<file path="config.mk">
export PLATFORM = sky130hd
export DESIGN_NAME = dev_block_top
export DESIGN_NICKNAME = d
export VERILOG_FILES = /design/src/hw/dev_map_pkg.sv /design/src/hw/soc_bus_pkg.sv /design/src/hw/dev_block_top.sv /design/src/hw/io_regs.sv /design/src/hw/kbd_queue.sv /design/src/hw/sys_timer.sv /design/src/hw/dev_bus_decode.sv
export SDC_FILE = /design/constraint.sdc
export NUM_CORES = 1
export LEC_CHECK = 0
export BUFFER_PORTS_ARGS = -buffer_cell sky130_fd_sc_hd__buf_4
export CAP_MARGIN = 20
export CORE_MARGIN = 2
export CORE_UTILIZATION = 40
export DETAILED_ROUTE_END_ITERATION = 10
export PLACE_DENSITY = 0.57
export SYNTH_ARGS = -nofsm -noshare
export SYNTH_HDL_FRONTEND = slang
export SYNTH_SLANG_ARGS = --single-unit
</file>
<file path="constraint.sdc">
create_clock -name clk -period 3.2 [get_ports clk]
set_input_delay 0.16 -clock clk [delete_from_list [all_inputs] [get_ports clk]]
set_output_delay 0.16 -clock clk [all_outputs]
set_load 0.01 [all_outputs]
</file>
<file path="src/hw/dev_map_pkg.sv">
/*
  device region memory map, 0x2000_0000 to 0x2FFF_FFFF
  page is addr[15:12], register offset is addr[11:0]
*/
package dev_map_pkg;

    // top address nibble of the device region
    localparam logic [3:0] REGION_DEV = 4'h2;

    // device pages
    localparam logic [3:0] PAGE_SYS     = 4'h0;
    localparam logic [3:0] PAGE_DISPLAY = 4'h1;
    localparam logic [3:0] PAGE_KBD     = 4'h5;
    localparam logic [3:0] PAGE_SD      = 4'h6;

    // keyboard page offsets
    //   status: bit 0 nonempty, write dequeues
    //   code: last dequeued code
    localparam logic [11:0] OFS_KBD_STATUS = 12'd0;
    localparam logic [11:0] OFS_KBD_CODE   = 12'd4;

    // single register of the system and sd pages
    localparam logic [11:0] OFS_CTRL = 12'd0;

    // sd control word, write side
    // read side returns miso in bit 0
    localparam int SD_BIT_MOSI = 0;
    localparam int SD_BIT_CS   = 1;
    localparam int SD_BIT_SCLK = 2;

endpackage

</file>
<file path="src/hw/soc_bus_pkg.sv">
/*
  bus word widths shared by all device RTL
  byte_t carries both the display byte and the keyboard code
*/
package soc_bus_pkg;

    // cpu bus
    localparam int ADDR_W = 32;
    localparam int DATA_W = 32;

    // display byte and keyboard scan code
    localparam int BYTE_W = 8;

    typedef logic [ADDR_W-1:0] addr_t;

    typedef logic [DATA_W-1:0] data_t;

    typedef logic [BYTE_W-1:0] byte_t;

endpackage
</file>
<file path="src/hw/dev_block_top.sv">
/*
  device block of the soc, device region only; timer is the single irq source
  eoi_i is a level from the cpu, high when ready for an interrupt
*/
`timescale 1ns/1ps

module dev_block_top #(
    parameter int CLK_HZ         = 12_000_000,
    parameter int TICK_HZ        = 1000,
    parameter int KBD_DEPTH_LOG2 = 5
) (
    input  wire logic          clk,
    input  wire logic          reset_i,
    input  wire logic          sel_i,
    input  soc_bus_pkg::addr_t addr_i,
    input  wire logic          we_i,
    input  soc_bus_pkg::data_t wdata_i,
    input  wire logic          eoi_i,
    input  soc_bus_pkg::byte_t kbd_code_i,
    input  wire logic          kbd_strobe_i,
    input  wire logic          sd_miso_i,
    output logic               ack_o,
    output soc_bus_pkg::data_t rdata_o,
    output logic               irq_o,
    output soc_bus_pkg::byte_t display_o,
    output logic               sd_csn_o,
    output logic               sd_sclk_o,
    output logic               sd_mosi_o
);

    logic               tmr_ena;
    logic               tmr_ena_we;
    logic               disp_we;
    logic               sd_we;
    logic               kbd_deq_req;
    logic               kbd_nonempty;
    soc_bus_pkg::byte_t kbd_code;

    dev_bus_decode u_decode (
        .clk            (clk),
        .reset_i        (reset_i),
        .sel_i          (sel_i),
        .addr_i         (addr_i),
        .we_i           (we_i),
        .wdata_i        (wdata_i),
        .tmr_ena_i      (tmr_ena),
        .disp_i         (display_o),
        .kbd_nonempty_i (kbd_nonempty),
        .kbd_code_i     (kbd_code),
        .sd_miso_i      (sd_miso_i),
        .ack_o          (ack_o),
        .rdata_o        (rdata_o),
        .tmr_ena_we_o   (tmr_ena_we),
        .disp_we_o      (disp_we),
        .sd_we_o        (sd_we),
        .kbd_deq_req_o  (kbd_deq_req)
    );

    sys_timer #(
        .CLK_HZ  (CLK_HZ),
        .TICK_HZ (TICK_HZ)
    ) u_timer (
        .clk         (clk),
        .reset_i     (reset_i),
        .ena_we_i    (tmr_ena_we),
        .wdata_bit_i (wdata_i[0]),
        .eoi_i       (eoi_i),
        .ena_o       (tmr_ena),
        .irq_o       (irq_o)
    );

    kbd_queue #(
        .KBD_DEPTH_LOG2 (KBD_DEPTH_LOG2)
    ) u_kbd (
        .clk        (clk),
        .reset_i    (reset_i),
        .code_i     (kbd_code_i),
        .strobe_i   (kbd_strobe_i),
        .deq_req_i  (kbd_deq_req),
        .nonempty_o (kbd_nonempty),
        .code_o     (kbd_code)
    );

    io_regs u_io (
        .clk       (clk),
        .reset_i   (reset_i),
        .disp_we_i (disp_we),
        .sd_we_i   (sd_we),
        .wdata_i   (wdata_i),
        .display_o (display_o),
        .sd_csn_o  (sd_csn_o),
        .sd_sclk_o (sd_sclk_o),
        .sd_mosi_o (sd_mosi_o)
    );

endmodule

</file>
<file path="src/hw/io_regs.sv">
/*
  display byte and bit-banged sd pins, updated at the write edge
  sd chip select is active low on the pin, active high in the written word
*/
`timescale 1ns/1ps

module io_regs (
    input  wire logic          clk,
    input  wire logic          reset_i,
    input  wire logic          disp_we_i,
    input  wire logic          sd_we_i,
    input  soc_bus_pkg::data_t wdata_i,
    output soc_bus_pkg::byte_t display_o,
    output logic               sd_csn_o,
    output logic               sd_sclk_o,
    output logic               sd_mosi_o
);

    always_ff @(posedge clk) begin
        if (reset_i) begin
            display_o <= '0;
        end else if (disp_we_i) begin
            display_o <= wdata_i[soc_bus_pkg::BYTE_W-1:0];
        end
    end

    // card deselected, clock idle low
    always_ff @(posedge clk) begin
        if (reset_i) begin
            sd_csn_o  <= 1'b1;
            sd_sclk_o <= 1'b0;
            sd_mosi_o <= 1'b0;
        end else if (sd_we_i) begin
            sd_csn_o  <= ~wdata_i[dev_map_pkg::SD_BIT_CS];
            sd_sclk_o <= wdata_i[dev_map_pkg::SD_BIT_SCLK];
            sd_mosi_o <= wdata_i[dev_map_pkg::SD_BIT_MOSI];
        end
    end

endmodule

</file>
<file path="src/hw/kbd_queue.sv">
/*
  strobe enqueues one cycle later, dropped when the queue is full
  code_o holds the dequeued head from two cycles after the dequeue request
*/
`timescale 1ns/1ps

module kbd_queue #(
    parameter int KBD_DEPTH_LOG2 = 5
) (
    input  wire logic          clk,
    input  wire logic          reset_i,
    input  soc_bus_pkg::byte_t code_i,
    input  wire logic          strobe_i,
    input  wire logic          deq_req_i,
    output logic               nonempty_o,
    output soc_bus_pkg::byte_t code_o
);

    localparam int DEPTH = 1 << KBD_DEPTH_LOG2;

    soc_bus_pkg::byte_t mem [DEPTH];

    logic [KBD_DEPTH_LOG2-1:0] wr_ptr;
    logic [KBD_DEPTH_LOG2-1:0] rd_ptr;
    logic [KBD_DEPTH_LOG2:0]   count;
    logic                      enq;
    logic                      deq;
    logic                      full;
    soc_bus_pkg::byte_t        enq_data;

    assign nonempty_o = (count != '0);

    // a pending enqueue already takes a slot
    assign full = (int'(count) + int'(enq)) >= DEPTH;

    always_ff @(posedge clk) begin
        if (reset_i) begin
            enq    <= 1'b0;
            deq    <= 1'b0;
            wr_ptr <= '0;
            rd_ptr <= '0;
            count  <= '0;
        end else begin
            enq <= strobe_i && !full;
            deq <= deq_req_i && nonempty_o;
            if (enq)
                wr_ptr <= wr_ptr + 1'b1;
            if (deq)
                rd_ptr <= rd_ptr + 1'b1;
            case ({enq, deq})
                2'b10:   count <= count + 1'b1;
                2'b01:   count <= count - 1'b1;
                default: count <= count;
            endcase
        end
    end

    // storage and data path
    always_ff @(posedge clk) begin
        enq_data <= code_i;
        if (enq)
            mem[wr_ptr] <= enq_data;
        if (deq)
            code_o <= mem[rd_ptr];
    end

endmodule

</file>
<file path="src/hw/sys_timer.sv">
/*
  expiry every CLK_HZ/TICK_HZ cycles from reset; CLK_HZ must be a multiple of TICK_HZ
  an expiry while disabled, waiting or with eoi low is lost
*/
`timescale 1ns/1ps

module sys_timer #(
    parameter int CLK_HZ  = 12_000_000,
    parameter int TICK_HZ = 1000
) (
    input  wire logic clk,
    input  wire logic reset_i,
    input  wire logic ena_we_i,
    input  wire logic wdata_bit_i,
    input  wire logic eoi_i,
    output logic      ena_o,
    output logic      irq_o
);

    localparam int PERIOD = CLK_HZ / TICK_HZ;
    localparam int CNT_W  = (PERIOD > 1) ? $clog2(PERIOD) : 1;
    localparam logic [CNT_W-1:0] RELOAD = CNT_W'(PERIOD - 1);

    logic [CNT_W-1:0] count;
    logic             waiting;
    logic             expiry;

    assign expiry = (count == '0);

    always_ff @(posedge clk) begin
        if (reset_i) begin
            count   <= RELOAD;
            ena_o   <= 1'b0;
            irq_o   <= 1'b0;
            waiting <= 1'b0;
        end else begin
            if (ena_we_i)
                ena_o <= wdata_bit_i;

            // eoi low acknowledges the request, eoi high again releases it
            if (waiting) begin
                if (!eoi_i)
                    waiting <= 1'b0;
            end else if (irq_o && eoi_i) begin
                irq_o <= 1'b0;
            end

            if (expiry) begin
                count <= RELOAD;
                if (ena_o && !waiting && eoi_i) begin
                    irq_o   <= 1'b1;
                    waiting <= 1'b1;
                end
            end else begin
                count <= count - 1'b1;
            end
        end
    end

endmodule

</file>
<file path="src/hw/dev_bus_decode.sv">
/*
  master holds sel/addr/we/wdata until ack; writes act on the first cycle only
  addresses outside the device region are never acknowledged
*/
`timescale 1ns/1ps

module dev_bus_decode (
    input  wire logic               clk,
    input  wire logic               reset_i,
    input  wire logic               sel_i,
    input  soc_bus_pkg::addr_t      addr_i,
    input  wire logic               we_i,
    input  soc_bus_pkg::data_t      wdata_i,
    input  wire logic               tmr_ena_i,
    input  soc_bus_pkg::byte_t      disp_i,
    input  wire logic               kbd_nonempty_i,
    input  soc_bus_pkg::byte_t      kbd_code_i,
    input  wire logic               sd_miso_i,
    output logic                    ack_o,
    output soc_bus_pkg::data_t      rdata_o,
    output logic                    tmr_ena_we_o,
    output logic                    disp_we_o,
    output logic                    sd_we_o,
    output logic                    kbd_deq_req_o
);

    logic        region_hit;
    logic [3:0]  page;
    logic [11:0] ofs;
    logic        wr_first;

    assign region_hit = (addr_i[31:28] == dev_map_pkg::REGION_DEV);
    assign page       = addr_i[15:12];
    assign ofs        = addr_i[11:0];

    // ack low means this is the first cycle of the transfer
    assign wr_first = sel_i && we_i && region_hit && !ack_o;

    always_ff @(posedge clk) begin
        if (reset_i) begin
            ack_o <= 1'b0;
        end else begin
            ack_o <= sel_i && region_hit;
        end
    end

    always_comb begin
        tmr_ena_we_o  = wr_first && (page == dev_map_pkg::PAGE_SYS)
                        && (ofs == dev_map_pkg::OFS_CTRL);
        // display register answers on the whole page
        disp_we_o     = wr_first && (page == dev_map_pkg::PAGE_DISPLAY);
        sd_we_o       = wr_first && (page == dev_map_pkg::PAGE_SD)
                        && (ofs == dev_map_pkg::OFS_CTRL);
        // no dequeue request on an empty queue
        kbd_deq_req_o = wr_first && (page == dev_map_pkg::PAGE_KBD)
                        && (ofs == dev_map_pkg::OFS_KBD_STATUS) && kbd_nonempty_i;
    end

    // read mux, zero extended; unmapped offsets read zero
    always_comb begin
        rdata_o = '0;
        if (region_hit) begin
            case (page)
                dev_map_pkg::PAGE_SYS: begin
                    if (ofs == dev_map_pkg::OFS_CTRL)
                        rdata_o[0] = tmr_ena_i;
                end
                dev_map_pkg::PAGE_DISPLAY: begin
                    rdata_o[soc_bus_pkg::BYTE_W-1:0] = disp_i;
                end
                dev_map_pkg::PAGE_KBD: begin
                    if (ofs == dev_map_pkg::OFS_KBD_STATUS)
                        rdata_o[0] = kbd_nonempty_i;
                    else if (ofs == dev_map_pkg::OFS_KBD_CODE)
                        rdata_o[soc_bus_pkg::BYTE_W-1:0] = kbd_code_i;
                end
                dev_map_pkg::PAGE_SD: begin
                    if (ofs == dev_map_pkg::OFS_CTRL)
                        rdata_o[0] = sd_miso_i;
                end
                default: begin
                    rdata_o = '0;
                end
            endcase
        end
    end

endmodule

</file>
# --- After elaboration in Yosys (flattened, before gate mapping) ---
# Memory sizes are Yosys's and may differ from the RTL's. A register that Yosys moved wholly into a read port is not among the register bits.
# Cells that the tools add are included.
op_classes:
  add_sub_neg: 6
  order_cmp: 1
  n_eq_ne: 7
  mux: 19
  n_bitwise: 1
  reduce_logical: 26
op_table:
  columns: ["cell", "count"]
  rows:
  - ["$ge A32 B7 Y1 const B", 1]
  - ["$logic_and A1 B1 Y1", 17]
  - ["$mux W8", 2]
  - ["$logic_not A14 Y1", 1]
  - ["$pmux W7 S2", 1]
  - ["$sub A14 B1 Y14 const B", 1]
  - ["$mux W1", 13]
  - ["$eq A12 B3 Y1 const B", 1]
  - ["$logic_not A12 Y1", 1]
  - ["$pmux W6 S2", 1]
  - ["$add A5 B1 Y5 const B", 2]
  - ["$eq A4 B3 Y1 const B", 2]
  - ["$add A6 B1 Y7", 1]
  - ["$mux W7", 1]
  - ["$add A6 B1 Y6 const B", 1]
  - ["$reduce_bool A6 Y1", 1]
  - ["$sub A6 B1 Y6 const B", 1]
  - ["$eq A4 B1 Y1 const B", 1]
  - ["$eq A4 B2 Y1 const B", 1]
  - ["$logic_not A4 Y1", 1]
  - ["$pmux W1 S4", 1]
  - ["$logic_not A1 Y1", 3]
  - ["$eq A2 B1 Y1 const B", 1]
  - ["$eq A2 B2 Y1 const B", 1]
  - ["other kinds (3)", 3]
totals:
  ff_bits: 55
  ram_bits: 256
  in_bits: 79
  out_inout_bits: 45
  elab_cells: 76
  memories: 1
mem_list:
  columns: ["memory", "depth", "word_bits", "read_ports", "rd_ports_with_merged_regs", "write_ports", "line", "text"]
  rows:
  - ["u_kbd.mem", 32, 8, 1, 1, 1, "kbd_queue.sv:21", "soc_bus_pkg::byte_t mem [DEPTH];"]

# --- Longest topological paths before layout ---
depth:
  word_depth: 7
  depth_mapped: 9
  ltp_nobuf: 8

# --- By module ---
# A second synthesis with hierarchy kept.
unflattened:
  cells_unflattened: 900
  area_unflattened_um2: 13140.1
modules_own_cells:
  columns: ["mod", "instances", "cells_each", "area_per_inst_um2", "seq_area_each_um2"]
  rows:
  - ["kbd_queue", 1, 722, 11533.6, 8448.1]
  - ["sys_timer", 1, 80, 757.0, 340.3]
  - ["dev_bus_decode", 1, 62, 461.7, 20.0]
  - ["io_regs", 1, 36, 387.9, 220.2]

# --- Worst setup path after synthesis ---
# OpenSTA, ideal clock, no wires.
synth_timing:
  path_type: "register -> register"
  startpoint: "register u_kbd.enq"
  endpoint: "register u_kbd.count[5]"
  setup_ns: 0.123
  arrival_time_ns: 2.130
  required_ns: 3.077
  path_slack_ns: 0.947
  path_stages_with_launch: 9
  n_path_buf: 1
  synth_period_minus_slack_ns: 2.253
  cell_sequence: "dfxtp_1 > clkbuf_1 > inv_1 > ha_1 > ha_1 > or4b_1 > a21oi_1 > nand4b_1 > mux2_1"
synth_via:
  elab_chain_cells: 2
  word_cells_on_any_way: 4
  cone_classes: "2 x eq/ne; 1 x mux; 1 x reduce/logical"
synth_rtl:
  columns: ["item", "line", "text"]
  rows:
  - ["from (decl)", "kbd_queue.sv:26", "logic enq;"]
  - ["from (signal assigned)", "kbd_queue.sv:44", "enq <= strobe_i && !full;"]
  - ["$eq A2 B1 Y1 / $eq A2 B2 Y1 (equally long branches)", "kbd_queue.sv:50", "case ({enq, deq})"]
  - ["$pmux W6 S2 / $reduce_bool A2 Y1 (equally long branches)", null, null]
  - ["to (signal assigned)", "kbd_queue.sv:51", "2'b10: count <= count + 1'b1;"]
  - ["to (signal assigned)", "kbd_queue.sv:52", "2'b01: count <= count - 1'b1;"]
  - ["to (signal assigned)", "kbd_queue.sv:53", "default: count <= count;"]
  - ["to (decl)", "kbd_queue.sv:25", "logic [KBD_DEPTH_LOG2:0] count;"]
# Several ways; a longest one is shown, not always the timed one.
# A chain may end at the register's enable or synchronous reset.

==> impl_metrics.toml <==
[outcome]
outcome = "completed"

[place]
gp_congestion = 0.821
dp_hpwl_mm = 17.3
numPortBuffers = 63
pre_cts_slack_ns = 0.674
post-place-cells = 1326

[layout]
fin_nets = 1042
multi_input_area_mm2 = 0.00374
n_antenna_cell = 0
drive_gt1_frac = 0.185
ff_latch_area_mm2 = 0.00903
area.growth.synth_to_final_pct = 18.4
fillers = 2804
fin_cells = 1418

[grt]
grt_max_degree = 55
grt_overflow = 0
grt_pass1_wl_mm = 41.9
track_usage = 0.162
grt_pass1_vias = 7193
grt_antenna_before_repair = 0

[floorplanning]
dieWidth_um = 185
row_count = 66
io_pins = 124
start_util = 0.405
fp.dieH_um = 185
core-area_mm2 = 0.0324
die_area_mm2 = 0.0342

[synthesis]
syn_inst = 840
synth_cell_type_count = 67
synth_edf_count = 264
avgSynthCellArea_um2 = 15.6
ys_dominant_reg_cell = "edfxtp_1"
netlist_area_mm2 = 0.0131
yosysSeqAreaShare = 0.689
yosys_register_bits = 319
yosys_warnings = 0
ys_async_sr_fraction = 0

[timing]
setup_viol = 0
worst_slew_margin_rel = 0.418
min_period_ns = 2.50
worst_clock_skew_ns = 0.0196
max_freq_ghz = 0.400
setup_tns_ns = 0
hold_viol = 0
worst_slew_pin_slew_ns = 0.869
rsz0062_at_grt = "no"
period_share = 0.782
slew_viol_final = 0
fin_ws_ns = 0.698

[power]
power.total_mw = 8.79
p_leak_nw = 5.18
ir_worst_vdd_mv = 0.313
powerDensity_mw_per_mm2 = 566

[worst_hold_path]
hold_depth = 2
min_path_type = "in -> reg"

[routing]
wire_per_inst_um = 19.1
drt-pass1-iter-count = 5
drc_errors = 0
ant_nets = 0
wl_mm = 27.1
vias_per_cell = 5.09
vias = 7212
first_iter_violations = 473

[clocking]
cts_tree = "done"
clk_path_buf_depth = 3
cts-root-buf = "clkbuf_16"
cts_setup_buffers = 0
cts-htree-levels = 2
cts_num_sinks = 319
clkTransAtPathRegs_ns = 0.06
clk_latency_ns = 0.52
cts_buffers = 35

[worst_setup_path]
worstPathRequired_ns = 3.43
crit_fanout = 16
endpoint_kind = "flip-flop"
worstSetupPathType = "reg -> reg"
r2r_cells = 4
arrival_ns = 2.73
startpoint_type = "flip-flop"

[run]
drv_cap = 0
[registers in the layout, summed over array words and instances (netlist names), 5 cells and up]
register and flops:
u_kbd.enq_data 8, u_kbd.wr_ptr 5, u_kbd.count 6, u_timer.count 14, u_kbd.rd_ptr 5, u_io.display_o 8, u_kbd.code_o 8, u_kbd.mem 256
[layout by cell type, fill, tap and decap left out, drive strengths merged, types with 8 or more instances in the layout]
| cell | count |
|---|---|
| a21oi | 24 |
| a221oi | 8 |
| a22o | 8 |
| a22oi | 23 |
| buf | 89 |
| clkbuf | 45 |
| clkinv | 13 |
| conb | 24 |
| dfxtp | 55 |
| dlygate4sd3 | 22 |
| edfxtp | 264 |
| ha | 13 |
| inv | 11 |
| mux2i | 75 |
| mux4 | 32 |
| nand2 | 44 |
| nand3 | 31 |
| nand4 | 10 |
| nor2 | 73 |
| nor3 | 8 |
| xor2 | 13 |
[per-stage QoR]
stage          area [um2]   util  hold slack (ns)
6_report            15500  0.479           0.0512
5_1_grt             15500  0.479           0.0453
4_1_cts             15400  0.476           0.0374
3_5_place_dp        14000  0.433            0.266
3_3_place_gp        14000  0.432            0.264
2_1_floorplan       13200      -            0.188
[power breakdown]
group | leakage, nW | switching [mW] | internal (mW)
registers | 2.82 | 0.0347 | 4.51
clock network | 0.570 | 1.58 | 2.44
logic | 1.79 | 0.124 | 0.0954
total | 5.18 | 1.74 | 7.05
[critical path, cell delays in order (launching register included)]
cell      delay, ns
dfxtp_2        0.67
buf_4          0.35
mux4_2         0.55
a221oi_1       0.48
nand3_1        0.15
[worst paths after layout]
check / start / to / slack, ns
worst max-delay path: u_kbd.rd_ptr[1]$_SDFFE_PP0P_ / u_kbd.code_o[0]$_DFFE_PP_ / 0.70
worst min-delay path: reset_i / u_kbd.count[1]$_SDFFE_PP0P_ / 0.05
worst max register to register: u_kbd.rd_ptr[1]$_SDFFE_PP0P_ / u_kbd.code_o[0]$_DFFE_PP_ / 0.70
worst min register to register: u_timer.count[0]$_SDFF_PP1_ / u_timer.count[0]$_SDFF_PP1_ / 0.41
[kinds of logic (layout without fill, tap and decap cells)]
family                     count (synthesis)  count (layout)  synth area share
xor gates and xnor gates                  19              19            0.0127
DFF                                      319             319             0.689
and+or+nand+nor                          220             220            0.0894
other                                      1              24          0.000286
muxes                                    108             108             0.115
adders and majority gates                 14              14            0.0139
AOI/OAI and AO/OA                         87              87            0.0476
buffers and inverters                     72             185            0.0322
[metal layers]
layer / GRT usage / up-vias / wire length [um]
li1: - / 3426 / -
met2: 0.264 / 212 / 12500
met3: 0.0295 / 44 / 1430
met4: 0.0463 / 0 / 585
met1: 0.224 / 3530 / 12600
met5: 0 / - / 0
[cell usage after synthesis (4+ instances only)]
cell type    n  share of area
xor2_1      13         0.0087
mux4_1       6          0.012
xnor2_1      6         0.0040
a221oi_1     6         0.0040
buf_4       24          0.014
nor3_1       8         0.0031
a31oi_1      4         0.0019
inv_1       10         0.0029
a21oi_1     24         0.0092
a22o_1       8         0.0053
or4_1        6         0.0034
mux2i_1     75          0.057
edfxtp_1   264           0.61
and3_1       6         0.0029
nand4_1      9         0.0043
nand3_1     31          0.012
mux4_2      26          0.045
nor2_1      72          0.021
ha_1        13          0.012
nor2b_1      7         0.0033
o21a_1       5         0.0029
nand2_1     44          0.013
a22oi_1     23          0.013
nand3b_1     4         0.0023
buf_2       15         0.0057
buf_1        6         0.0017
clkbuf_1    13         0.0037
dfxtp_1     55          0.084
[area by class of cell]
class                      instances  share of cell area
inverter                          10             0.00242
sequential                       319               0.582
tap                              442              0.0356
multi-input combinational        472               0.241
clock inverter                    19              0.0135
timing repair buffer             111              0.0639
clock buffer                      45              0.0615
[timing repair]
item | CTS | global route
endpoints found under the setup margin | 0 | 0
gates resized for setup | 0 | 0
hold endpoints to repair | 23 | 0
hold buffers | 22 | 0
Note: power is estimated with default switching activity, not from simulation.
